[src/common/game_pkg.sv]
package game_pkg;

    // widest level uses all pattern bits
    localparam int PAT_W = 7;
    localparam int LED_W = 16;

    typedef enum logic [1:0]
    {
        PH_IDLE  = 2'd0,
        PH_SHOW  = 2'd1,
        PH_GUESS = 2'd2,
        PH_WIN   = 2'd3
    } game_phase_e;

    typedef enum logic [1:0]
    {
        TONE_NONE = 2'd0,
        TONE_PASS = 2'd1,
        TONE_FAIL = 2'd2
    } tone_e;

    // level runs 1 to 3
    typedef struct packed
    {
        game_phase_e phase;
        logic [1:0]  level;
    } game_stat_t;

    // valid is a one-cycle strobe
    typedef struct packed
    {
        logic  valid;
        tone_e kind;
    } tone_req_t;

endpackage

[src/verilog/pattern_rng.sv]
`timescale 1ns/1ps

module pattern_rng import game_pkg::*;
(
    input  logic             clk,
    input  logic             sw,
    input  logic             new_pat,
    output logic [PAT_W-1:0] pattern
);

    localparam logic [15:0] SEED = 16'hace1;

    logic [15:0] lfsr;
    logic        feedback;

    // x^16 + x^14 + x^13 + x^11 + 1
    assign feedback = lfsr[15] ^ lfsr[13] ^ lfsr[12] ^ lfsr[10];

    // free running, so the draw depends on when start comes
    always_ff @(posedge clk or posedge sw)
    begin
        if (sw)
        begin
            lfsr <= SEED;
        end
        else
        begin
            lfsr <= {lfsr[14:0], feedback};
        end
    end

    always_ff @(posedge clk or posedge sw)
    begin
        if (sw)
        begin
            pattern <= '0;
        end
        else if (new_pat)
        begin
            pattern <= lfsr[PAT_W-1:0];
        end
    end

endmodule

[src/verilog/countdown_timer.sv]
`timescale 1ns/1ps

module countdown_timer
#(
    parameter int COUNT_CYCLES = 100
)
(
    input  logic                                 clk,
    input  logic                                 sw,
    input  logic                                 load,
    output logic                                 done,
    output logic [$clog2(COUNT_CYCLES+1)-1:0]    remaining
);

    localparam int CNT_W = $clog2(COUNT_CYCLES + 1);

    logic [CNT_W-1:0] count;

    always_ff @(posedge clk or posedge sw)
    begin
        if (sw)
        begin
            count <= '0;
        end
        else if (load)
        begin
            // a reload restarts a running count
            count <= CNT_W'(COUNT_CYCLES);
        end
        else if (count != '0)
        begin
            count <= count - 1'b1;
        end
    end

    // high in the last counting cycle, so the phase moves on
    // exactly as the count hits zero
    assign done = (count == CNT_W'(1)) && !load;

    assign remaining = count;

endmodule

[src/verilog/tone_gen.sv]
`timescale 1ns/1ps

module tone_gen import game_pkg::*;
#(
    parameter int BEEP_CYCLES = 1000,
    parameter int TONE_DIV    = 10
)
(
    input  logic      clk,
    input  logic      sw,
    input  tone_req_t tone_req,
    output logic      beep
);

    localparam int DUR_W  = $clog2(BEEP_CYCLES + 1);
    localparam int HALF_W = $clog2(2 * TONE_DIV + 1);

    logic [DUR_W-1:0]  dur_cnt;
    logic [HALF_W-1:0] div_cnt;
    logic [HALF_W-1:0] half;
    logic [HALF_W-1:0] half_req;

    // fail tone sounds an octave lower
    assign half_req = (tone_req.kind == TONE_FAIL) ? HALF_W'(2 * TONE_DIV)
                                                   : HALF_W'(TONE_DIV);

    always_ff @(posedge clk or posedge sw)
    begin
        if (sw)
        begin
            dur_cnt <= '0;
            div_cnt <= '0;
            half    <= '0;
            beep    <= 1'b0;
        end
        else if (tone_req.valid && tone_req.kind != TONE_NONE)
        begin
            // restart, first half-period high
            dur_cnt <= DUR_W'(BEEP_CYCLES);
            half    <= half_req;
            div_cnt <= half_req - 1'b1;
            beep    <= 1'b1;
        end
        else if (tone_req.valid)
        begin
            dur_cnt <= '0;
            beep    <= 1'b0;
        end
        else if (dur_cnt != '0)
        begin
            dur_cnt <= dur_cnt - 1'b1;
            if (dur_cnt == DUR_W'(1))
            begin
                beep <= 1'b0;
            end
            else if (div_cnt == '0)
            begin
                beep    <= ~beep;
                div_cnt <= half - 1'b1;
            end
            else
            begin
                div_cnt <= div_cnt - 1'b1;
            end
        end
    end

endmodule

[src/verilog/seg_scan.sv]
`timescale 1ns/1ps

module seg_scan import game_pkg::*;
#(
    parameter int SCAN_DIV = 1000,
    parameter int CNT_W    = 8
)
(
    input  logic             clk,
    input  logic             sw,
    input  game_stat_t       status,
    input  logic [CNT_W-1:0] remaining,
    output logic [7:0]       seg,
    output logic [7:0]       dig
);

    localparam int PRE_W = $clog2(SCAN_DIV + 1);

    logic [PRE_W-1:0]   pre;
    logic [2:0]         idx;
    logic [CNT_W+7:0]   rem_ext;
    logic [7:0]         rem_byte;

    // segments are {dp,g,f,e,d,c,b,a}, active high
    function automatic logic [7:0] hex_seg(input logic [3:0] val);
        case (val)
            4'h0: hex_seg = 8'h3f;
            4'h1: hex_seg = 8'h06;
            4'h2: hex_seg = 8'h5b;
            4'h3: hex_seg = 8'h4f;
            4'h4: hex_seg = 8'h66;
            4'h5: hex_seg = 8'h6d;
            4'h6: hex_seg = 8'h7d;
            4'h7: hex_seg = 8'h07;
            4'h8: hex_seg = 8'h7f;
            4'h9: hex_seg = 8'h6f;
            4'ha: hex_seg = 8'h77;
            4'hb: hex_seg = 8'h7c;
            4'hc: hex_seg = 8'h39;
            4'hd: hex_seg = 8'h5e;
            4'he: hex_seg = 8'h79;
            default: hex_seg = 8'h71;
        endcase
    endfunction

    // dash, S, G and P for pass
    function automatic logic [7:0] phase_seg(input game_phase_e ph);
        case (ph)
            PH_SHOW:  phase_seg = 8'h6d;
            PH_GUESS: phase_seg = 8'h3d;
            PH_WIN:   phase_seg = 8'h73;
            default:  phase_seg = 8'h40;
        endcase
    endfunction

    always_ff @(posedge clk or posedge sw)
    begin
        if (sw)
        begin
            pre <= '0;
            idx <= '0;
        end
        else if (pre == PRE_W'(SCAN_DIV - 1))
        begin
            pre <= '0;
            idx <= idx + 1'b1;
        end
        else
        begin
            pre <= pre + 1'b1;
        end
    end

    assign rem_ext  = {8'h00, remaining};
    assign rem_byte = rem_ext[7:0];

    assign dig = ~(8'b0000_0001 << idx);

    always_comb
    begin
        case (idx)
            3'd0:    seg = hex_seg({2'b00, status.level});
            3'd1:    seg = phase_seg(status.phase);
            3'd2:    seg = hex_seg(rem_byte[7:4]);
            3'd3:    seg = hex_seg(rem_byte[3:0]);
            default: seg = 8'h00;
        endcase
    end

endmodule

[src/game_ctrl/game_ctrl.sv]
`timescale 1ns/1ps

module game_ctrl import game_pkg::*;
(
    input  logic             clk,
    input  logic             sw,
    input  logic             start,
    input  logic             submit,
    input  logic [PAT_W-1:0] guess,
    input  logic [PAT_W-1:0] pattern,
    input  logic             done,
    output logic             new_pat,
    output logic             load,
    output tone_req_t        tone_req,
    output game_stat_t       status,
    output logic [LED_W-1:0] led
);

    game_phase_e      phase;
    game_phase_e      phase_d;
    logic [1:0]       level;
    logic [1:0]       level_d;
    logic             new_pat_d;
    logic             load_d;
    tone_req_t        tone_d;
    logic [LED_W-1:0] led_d;
    logic             match;

    // level 1 keeps 5 bits, level 3 all of them
    function automatic logic [PAT_W-1:0] level_mask(input logic [1:0] lvl);
        logic [PAT_W-1:0] m;
        for (int i = 0; i < PAT_W; i++)
        begin
            m[i] = (i < PAT_W - 3 + int'(lvl));
        end
        return m;
    endfunction

    assign match = ((guess ^ pattern) & level_mask(level)) == '0;

    // next state and the registered outputs that go with it
    always_comb
    begin
        phase_d   = phase;
        level_d   = level;
        new_pat_d = 1'b0;
        load_d    = 1'b0;
        tone_d    = '{valid: 1'b0, kind: TONE_NONE};

        if (start)
        begin
            phase_d   = PH_SHOW;
            level_d   = 2'd1;
            new_pat_d = 1'b1;
            load_d    = 1'b1;
        end
        else
        begin
            case (phase)
                PH_SHOW:
                begin
                    if (done)
                    begin
                        phase_d = PH_GUESS;
                    end
                end
                PH_GUESS:
                begin
                    if (submit && match)
                    begin
                        tone_d = '{valid: 1'b1, kind: TONE_PASS};
                        if (level == 2'd3)
                        begin
                            phase_d = PH_WIN;
                        end
                        else
                        begin
                            phase_d = PH_SHOW;
                            level_d = level + 1'b1;
                            load_d  = 1'b1;
                        end
                    end
                    else if (submit)
                    begin
                        // same pattern again at the same level
                        tone_d  = '{valid: 1'b1, kind: TONE_FAIL};
                        phase_d = PH_SHOW;
                        load_d  = 1'b1;
                    end
                end
                default:
                begin
                end
            endcase
        end
    end

    // timer loads on the same edge that enters SHOW
    assign load = load_d;

    // dark until the new pattern has been captured
    always_comb
    begin
        case (phase_d)
            PH_SHOW:
            begin
                if (start || new_pat)
                begin
                    led_d = '0;
                end
                else
                begin
                    led_d = {{(LED_W - PAT_W){1'b0}}, pattern & level_mask(level_d)};
                end
            end
            PH_WIN:  led_d = '1;
            default: led_d = '0;
        endcase
    end

    always_ff @(posedge clk or posedge sw)
    begin
        if (sw)
        begin
            phase    <= PH_IDLE;
            level    <= 2'd1;
            new_pat  <= 1'b0;
            tone_req <= '{valid: 1'b0, kind: TONE_NONE};
            led      <= '0;
        end
        else
        begin
            phase    <= phase_d;
            level    <= level_d;
            new_pat  <= new_pat_d;
            tone_req <= tone_d;
            led      <= led_d;
        end
    end

    assign status = '{phase: phase, level: level};

endmodule

[src/verilog/memory_game_top.sv]
`timescale 1ns/1ps

module memory_game_top import game_pkg::*;
#(
    parameter int COUNT_CYCLES = 100_000_000,
    parameter int BEEP_CYCLES  = 10_000_000,
    parameter int TONE_DIV     = 25_000,
    parameter int SCAN_DIV     = 50_000
)
(
    input  logic             clk,
    input  logic             sw,
    input  logic             start,
    input  logic             submit,
    input  logic [PAT_W-1:0] guess,
    output logic [LED_W-1:0] led,
    output logic [7:0]       seg,
    output logic [7:0]       dig,
    output logic             beep,
    output game_stat_t       status
);

    localparam int CNT_W = $clog2(COUNT_CYCLES + 1);

    logic             new_pat;
    logic [PAT_W-1:0] pattern;
    logic             load;
    logic             done;
    logic [CNT_W-1:0] remaining;
    tone_req_t        tone_req;

    game_ctrl u_ctrl
    (
        .clk      (clk),
        .sw       (sw),
        .start    (start),
        .submit   (submit),
        .guess    (guess),
        .pattern  (pattern),
        .done     (done),
        .new_pat  (new_pat),
        .load     (load),
        .tone_req (tone_req),
        .status   (status),
        .led      (led)
    );

    pattern_rng u_rng
    (
        .clk     (clk),
        .sw      (sw),
        .new_pat (new_pat),
        .pattern (pattern)
    );

    countdown_timer #(.COUNT_CYCLES(COUNT_CYCLES)) u_timer
    (
        .clk       (clk),
        .sw        (sw),
        .load      (load),
        .done      (done),
        .remaining (remaining)
    );

    tone_gen #(.BEEP_CYCLES(BEEP_CYCLES), .TONE_DIV(TONE_DIV)) u_tone
    (
        .clk      (clk),
        .sw       (sw),
        .tone_req (tone_req),
        .beep     (beep)
    );

    seg_scan #(.SCAN_DIV(SCAN_DIV), .CNT_W(CNT_W)) u_scan
    (
        .clk       (clk),
        .sw        (sw),
        .status    (status),
        .remaining (remaining),
        .seg       (seg),
        .dig       (dig)
    );

endmodule

[config.mk]
export PLATFORM = sky130hd
export DESIGN_NAME = memory_game_top
export DESIGN_NICKNAME = d
export VERILOG_FILES = /design/src/common/game_pkg.sv /design/src/verilog/pattern_rng.sv /design/src/verilog/countdown_timer.sv /design/src/verilog/tone_gen.sv /design/src/verilog/seg_scan.sv /design/src/game_ctrl/game_ctrl.sv /design/src/verilog/memory_game_top.sv
export SDC_FILE = /design/constraint.sdc
export NUM_CORES = 1
export LEC_CHECK = 0
export ABC_AREA = 1
export BUFFER_PORTS_ARGS = -buffer_cell sky130_fd_sc_hd__buf_2
export CORE_MARGIN = 2
export CORE_UTILIZATION = 38
export DETAILED_ROUTE_END_ITERATION = 8
export GPL_ROUTABILITY_DRIVEN = 0
export PLACE_DENSITY = 0.59
export SLEW_MARGIN = 10
export SYNTH_ARGS = -nofsm -noshare
export SYNTH_HDL_FRONTEND = slang
export SYNTH_HIERARCHICAL = 1
export SYNTH_SLANG_ARGS = --single-unit
[constraint.sdc]
create_clock -name clk -period 2.7 [get_ports clk]
set_input_delay 0.27 -clock clk [delete_from_list [all_inputs] [get_ports clk]]
set_output_delay 0.27 -clock clk [all_outputs]
set_load 0.01 [all_outputs]
== Word-level counts from Yosys, hierarchy flattened ==
Memories as Yosys holds them, arrays and structs flattened.
Index checks and enable logic that the tools add are counted.
Word-level totals
  input port bits: 11
  word-level logic and storage cells: 127
  register bits: 150
  ROM bits: 224
  output and inout port bits: 37
  memories: 2
Cells by class
  reduce and logical (&&, ||, !) cells: 18
  eq/ne operators: 17
  muxes and demuxes: 42
  shifts and indexed selects: 1
  bitwise operators: 8
  $add $sub $neg: 10
  $lt $le $gt $ge: 14
Memories
  (no name shown): depth 16, width 7, read ports 1, clocked after memory_dff 0, write ports 0, line seg_scan.sv:26  | case (val)
  (no name shown): depth 16, width 7, read ports 1, clocked after memory_dff 0, write ports 0, line seg_scan.sv:26
Operator list (count)
  4-bit by 32-bit less-than comparator with 1-bit output, first input constant: 6
  3-bit by 32-bit less-than comparator with 1-bit output, first input constant: 4
  16-bit two-way mux: 7
  24-bit two-way mux: 3
  1-bit by 32-bit less-than comparator with 1-bit output, first input constant: 2
  2-bit by 32-bit less-than comparator with 1-bit output, first input constant: 2
  8-bit one-hot mux with 4 select lines: 2
  27-bit two-way mux: 2
  16-bit by 1-bit subtractor with 16-bit output, second input constant: 3
  16-bit one-hot mux with 2 select lines: 1
  27-bit by 1-bit == test with 1-bit output, second input constant: 1
  27-bit nonzero test: 1
  27-bit by 1-bit subtractor with 27-bit output, second input constant: 1
  24-bit by 1-bit == test with 1-bit output, second input constant: 1
  24-bit nonzero test: 1
  24-bit by 1-bit subtractor with 24-bit output, second input constant: 1
  7-bit one-hot mux with 3 select lines: 1
  2-bit two-way mux: 9
  16-bit by 1-bit adder with 16-bit output, second input constant: 1
  16-bit == test, second input constant: 1
  16-bit zero test: 1
  7-bit AND: 2
  2-bit == test, second input constant: 6
  3-bit two-way mux: 4
  other kinds (26): 47

== Depth between registers and ports, before layout ==
  depth after elaboration: 15
  depth in mapped cells: 20
  depth with buffers taken out: 19

== Modules after synthesis ==
The synthesis kept the hierarchy.
By module, submodules not included
  tone_gen: seq. area each 1101.1 sq um, cells each 380, area an instance 2786.4 sq um, instances 1
  seg_scan: seq. area each 475.5 sq um, cells each 268, area an instance 1858.0 sq um, instances 1
  countdown_timer: seq. area each 675.6 sq um, cells each 244, area an instance 1730.4 sq um, instances 1
  game_ctrl: seq. area each 401.6 sq um, cells each 144, area an instance 1004.7 sq um, instances 1
  pattern_rng: seq. area each 585.6 sq um, cells each 61, area an instance 760.7 sq um, instances 1

== Worst setup path before layout ==
OpenSTA, ideal clock, no wires.
  kind: reg2reg
  from: register u_ctrl.phase[0]
  to: register u_ctrl.led[0]
  library setup time: 0.128 ns
  cell stages (with the launch flop): 18
  setup slack: 0.110 ns
  data arrival time: 2.462 ns
  buffers on the path: 1
  clock period less this slack: 2.590 ns
  data required time: 2.572 ns
  cell sequence: dfrtp_1 -> inv_1 -> ha_1 -> nand2_1 -> inv_1 -> nand2_1 -> nand2_1 -> clkbuf_1 -> inv_1 -> nand3_1 -> nor4_1 -> nor2_1 -> o31ai_1 -> inv_1 -> nor2_2 -> inv_1 -> nand3_2 -> o21ai_0
Between the ends
  cells in the longest elaborated chain, start to end: 10
  elaborated cells on any way between the ends: 20
  classes of those cells: 1 x add/sub; 1 x order compare; 4 x eq/ne; 11 x mux; 1 x bitwise; 2 x reduce/logical
RTL lines
  start: declaration: line game_ctrl.sv:19  | game_phase_e phase;
  start signal: assignment: line game_ctrl.sv:133  | phase <= phase_d;
  2-bit == test (*): line game_ctrl.sv:59  | case (phase)
  1-bit two-way mux (*): line game_ctrl.sv:59
  1-bit two-way mux (*): line game_ctrl.sv:50  | if (start)
  net load: line memory_game_top.sv:27  | logic load;
  1-bit zero test (*): line countdown_timer.sv:38  | assign done = (count == CNT_W'(1)) && !load;
  1-bit logical AND (*): line countdown_timer.sv:38
  net done: line memory_game_top.sv:28  | logic done;
  2-bit two-way mux (*): line game_ctrl.sv:62  | if (done)
  2-bit one-hot mux with 2 select lines (*): line game_ctrl.sv:59
  2-bit two-way mux (*): line game_ctrl.sv:50
  net u_ctrl.phase_d[0]: line game_ctrl.sv:20  | game_phase_e phase_d;
  2-bit == test / 2-bit by 1-bit == test with 1-bit output (equally long branches): line game_ctrl.sv:104  | case (phase_d)
  16-bit one-hot mux with 2 select lines (*): line game_ctrl.sv:104
  net u_ctrl.led_d[0]: line game_ctrl.sv:26  | logic [LED_W-1:0] led_d;
  end signal: assignment: line game_ctrl.sv:137  | led <= led_d;
  end: declaration: line game_ctrl.sv:16  | output logic [LED_W-1:0] led
The timed path passes the listed nets; every way through them passes the cells marked *.
A chain may end at the register's enable or synchronous reset.

== Worst setup path in the final report ==
  from: register u_ctrl.level[1]
  to: register u_ctrl.led[6]
Between the ends
  cells in the longest elaborated chain, start to end: 15
  elaborated cells on any way between the ends: 35
  classes of those cells: 3 x add/sub; 8 x order compare; 3 x eq/ne; 15 x mux; 2 x bitwise; 4 x reduce/logical
RTL lines
  start: declaration: line game_ctrl.sv:21  | logic [1:0] level;
  start signal: assignment: line game_ctrl.sv:134  | level <= level_d;
  3-bit by 2-bit adder with 4-bit output: line game_ctrl.sv:34  | m[i] = (i < PAT_W - 3 + int'(lvl));
  1-bit by 32-bit less-than comparator with 1-bit output (tied with other cells): line game_ctrl.sv:34
  7-bit AND: line game_ctrl.sv:39  | assign match = ((guess ^ pattern) & level_mask(level)) == '0;
  7-bit zero test: line game_ctrl.sv:39
  1-bit logical AND: line game_ctrl.sv:69  | if (submit && match)
  1-bit two-way mux (*): line game_ctrl.sv:69
  1-bit two-way mux (*): line game_ctrl.sv:59
  1-bit two-way mux (*): line game_ctrl.sv:50
  net load: line memory_game_top.sv:27
  [1 not listed]
  1-bit logical AND (*): line countdown_timer.sv:38
  net done: line memory_game_top.sv:28
  2-bit two-way mux (*): line game_ctrl.sv:62
  2-bit one-hot mux with 2 select lines (*): line game_ctrl.sv:59
  2-bit two-way mux (*): line game_ctrl.sv:50
  2-bit == test / 2-bit by 1-bit == test with 1-bit output (equally long branches): line game_ctrl.sv:104
  16-bit one-hot mux with 2 select lines (*): line game_ctrl.sv:104
  net u_ctrl.led_d[6]: line game_ctrl.sv:26
Marked as above.

==> results_dict.tcl <==
set metrics [dict create \
    swShare_pct 28.5 \
    register_area_mm2 0.00324 \
    critPathMaxFanout 5 \
    seq_area_frac_synth_pct 39.8 \
    p_per_area_mw_per_mm2 519 \
    cp_cell_sequence "inv_2, nand2_1, nand3_1, nand2_1, nor2_1, nand3_1, nand2_1, nand2_1, inv_1, nand3_1, nor4_2, nor2_1, o31ai_1, inv_1, nor2_2, buf_4, nor2_1, nand3_1, nand2_1" \
    placed_area_mm2 0.00865 \
    p_int_mw 3.42 \
    yosys_warnings 6 \
    syn_inst 1097 \
    crit_buf_inv 4 \
    first_global_vias 6437 \
    pwr-share-clk_pct 46.7 \
    dpl.hpwl_um 13700 \
    synth.distinct_cells 47 \
    fmax_mhz 410 \
    final_nets 1189 \
    cp_common_cell "nand2_1" \
    cts_made_buffers 17 \
    finalHoldViolations 0 \
    coreArea_mm2 0.0210 \
    cts_resized 0 \
    finalPower_mw 4.79 \
    max_slew.worst_pin.slew_ns 0.943 \
    ys.flop_type "dfrtp_1" \
    slew_violations 0 \
    maxCapViolCount 0 \
    fin_setup_tns_ns 0 \
    start_util_pct 38.7 \
    clk_pin_slew_ns 0.06 \
    cp.arrival_ns 2.74 \
    power_frac_seq_pct 42.9 \
    area_growth_pct 13.4 \
    wl_per_cell_um 12.8 \
    cts-htree-levels 4 \
    drc 0 \
    r2r_end "u_ctrl/led[6]" \
    setup.worst_path.end "u_ctrl/led[6]" \
    pin_count 48 \
    layout_min_cycle_time_ns 2.44 \
    die_width_um 150 \
    wl_um 18500 \
    path_class "reg2reg" \
    setup-violations-final 0 \
    cts_setup_buffers 0 \
    grt_overflow 0 \
    grt_setup_unrepaired "no" \
    synth_top_family_by_area "simple AND/OR/NAND/NOR gates" \
    groute.usage.overall_pct 17.2 \
    grt_pass1_wl_um 31000 \
    synthAdderAreaFrac_pct 4.46 \
    hold_path_class "in2async" \
    drive_gt1_share_pct 16.4 \
    critPathLaunchType "flip-flop" \
    outcome "finished clean" \
    reg2regPathDepth 19 \
    first_iter_violations 408 \
    p_comb_share_pct 10.4 \
    antenna_found_initial 0 \
    worstSetupPathDepth 19 \
    grt_max_degree 45 \
    irDropWorstVdd_mv 0.402 \
    power_switching_mw 1.36 \
    postRouteAntennaNets 0 \
    cts_root_buf "clkbuf_16" \
    cpLargestDelayFamily "simple AND/OR/NAND/NOR gates" \
    die_h_um 150 \
    multiInputGateArea_mm2 0.00412 \
    synth_compound_gate_area_share_pct 9.35 \
    cp_slowest_cell "dfrtp_1" \
    n_antenna_cell 0 \
    clock_latency_ns 0.42 \
    synthArstFlopShare_pct 100 \
    final_area_mm2 0.00923 \
    fin_crit_sh_pct 90.2 \
    rrSetupSlack_ns 0.26 \
    cts_hold_buf 0 \
    synth_xor_xnor_area_share_pct 2.80 \
    cts_tree "yes" \
    clockBufferDepth 2 \
    crit_path_start "u_ctrl/level[1]" \
    syn_nets 1137 \
    port_buffers 46 \
    r2r_start "u_ctrl/level[1]" \
    first_pass_iters 5 \
    vias_per_cell 4.81 \
    required_ns 3.00 \
    fp.dieArea_mm2 0.0226 \
    max_stage_delay_ns 0.42 \
    final_util_pct 43.9 \
    rows 53 \
    synthMuxAreaShare_pct 0 \
    synth_simple_gate_area_share_pct 33.8 \
    p_leak_nw 4.81 \
    synth_area_mm2 0.00814 \
    fillers 2111 \
    ys_ff_latch 129 \
    synth_edf_count 0 \
    clock_sinks 129 \
    dp_slack_ns 0.243 \
    vias 6907 \
    end_kind "flip-flop" \
    relSlewSlack_pct 37.0 \
    syn_area_per_cell_um2 7.42 \
    layout_setup_ws_ns 0.263 \
    clock_skew_ns 0.0113 \
]
[worst min path at each step]
stage	from	to
4_1_cts	sw	u_ctrl/led[0]
2_1_floorplan	sw	u_ctrl/led[0]
3_5_place_dp	u_rng/lfsr[9]	u_rng/lfsr[10]
3_3_place_gp	u_rng/lfsr[8]	u_rng/lfsr[9]
5_1_grt	sw	u_ctrl/led[2]
6_report	sw	u_ctrl/led[0]
[metal layers]
| layer | track usage [%] | part of all wire [%] |
|---|---|---|
| met1 | 23.3 | 49 |
| met3 | 4.21 | 4.1 |
| met4 | 4.34 | 0.87 |
| met2 | 27.7 | 46 |
| met5 | 0 | 0 |
[cell usage after synthesis, drive strengths merged (5+ instances only)]
cell type	n	share of area (%)
o211ai	7	0.65
nand3	84	5.6
a21oi	52	3.4
nand2	259	13
nor2	187	11
xor2	20	2.2
buf	14	1.2
o21ai	58	3.8
a22oi	5	0.46
clkbuf	7	0.32
dfstp	9	2.9
inv	174	8.1
xnor2	6	0.65
nand4	17	1.6
nor3	21	1.4
dfrtp	120	37
ha	29	4.5
nor4	5	0.57
[placed cells by master, fill, tap and decap left out, types with 15 or more instances in the layout]
cell       synthesis  final
nand2_1          235    235
inv_1            162    161
nor2_1           155    154
dfrtp_1          120    120
nand3_1           77     77
a21oi_1           49     49
buf_2              4     46
o21ai_0           41     41
ha_1              29     29
nand2_2           21     21
xor2_1            20     20
nor3_1            19     19
clkbuf_16          0     17
nor2_2            15     16
nand4_1           15     15
[stage by stage]
stage,cells,hold slack [ns]
after global routing,1437,0.0469
after detailed placement,1405,0.337
after floorplan,1097,0.183
after CTS,1437,0.0262
after global placement,1405,0.336
final,1437,0.0163
[sequential cells by signal, summed over array words and instances (netlist names)]
register	cells
u_scan/pre	16
u_ctrl/level	2
u_ctrl/tone_req	3
u_tone/half	3
u_ctrl/new_pat	1
u_ctrl/phase	2
u_scan/idx	3
u_rng/pattern	7
u_tone/div_cnt	16
u_rng/lfsr	16
u_tone/dur_cnt	24
u_tone/beep	1
u_timer/remaining	27
u_ctrl/led	8
[power groups by stage]
stage / logic [mW] / registers, mW / clock network [mW]
floorplan: 0.417 / 2.04 / 0
global placement: 0.494 / 2.09 / 0
detailed placement: 0.489 / 2.09 / 0
finish: 0.496 / 2.05 / 2.24
global route: 0.564 / 2.07 / 2.39
CTS: 0.495 / 2.05 / 2.29
[final cells by class]
type,instances,share of cell area (%)
Sequential cell,129,35.1
Clock buffer,19,4.80
Clock inverter,13,1.37
Tap cell,275,3.73
Multi-Input combinational cell,770,44.6
Inverter,177,7.25
Timing Repair Buffer,54,3.15
[logic make-up (layout without fill, tap and decap cells)]
kind of cell | Yosys count | count (layout)
adder cells (fa/ha/maj) | 29 | 29
flip-flops | 129 | 129
AND/OR/NAND/NOR | 580 | 580
other | 1 | 1
AO/OA/AOI/OAI | 134 | 134
buffers and inverters | 198 | 263
XOR/XNOR | 26 | 26
(Power assumes the default switching activity.)
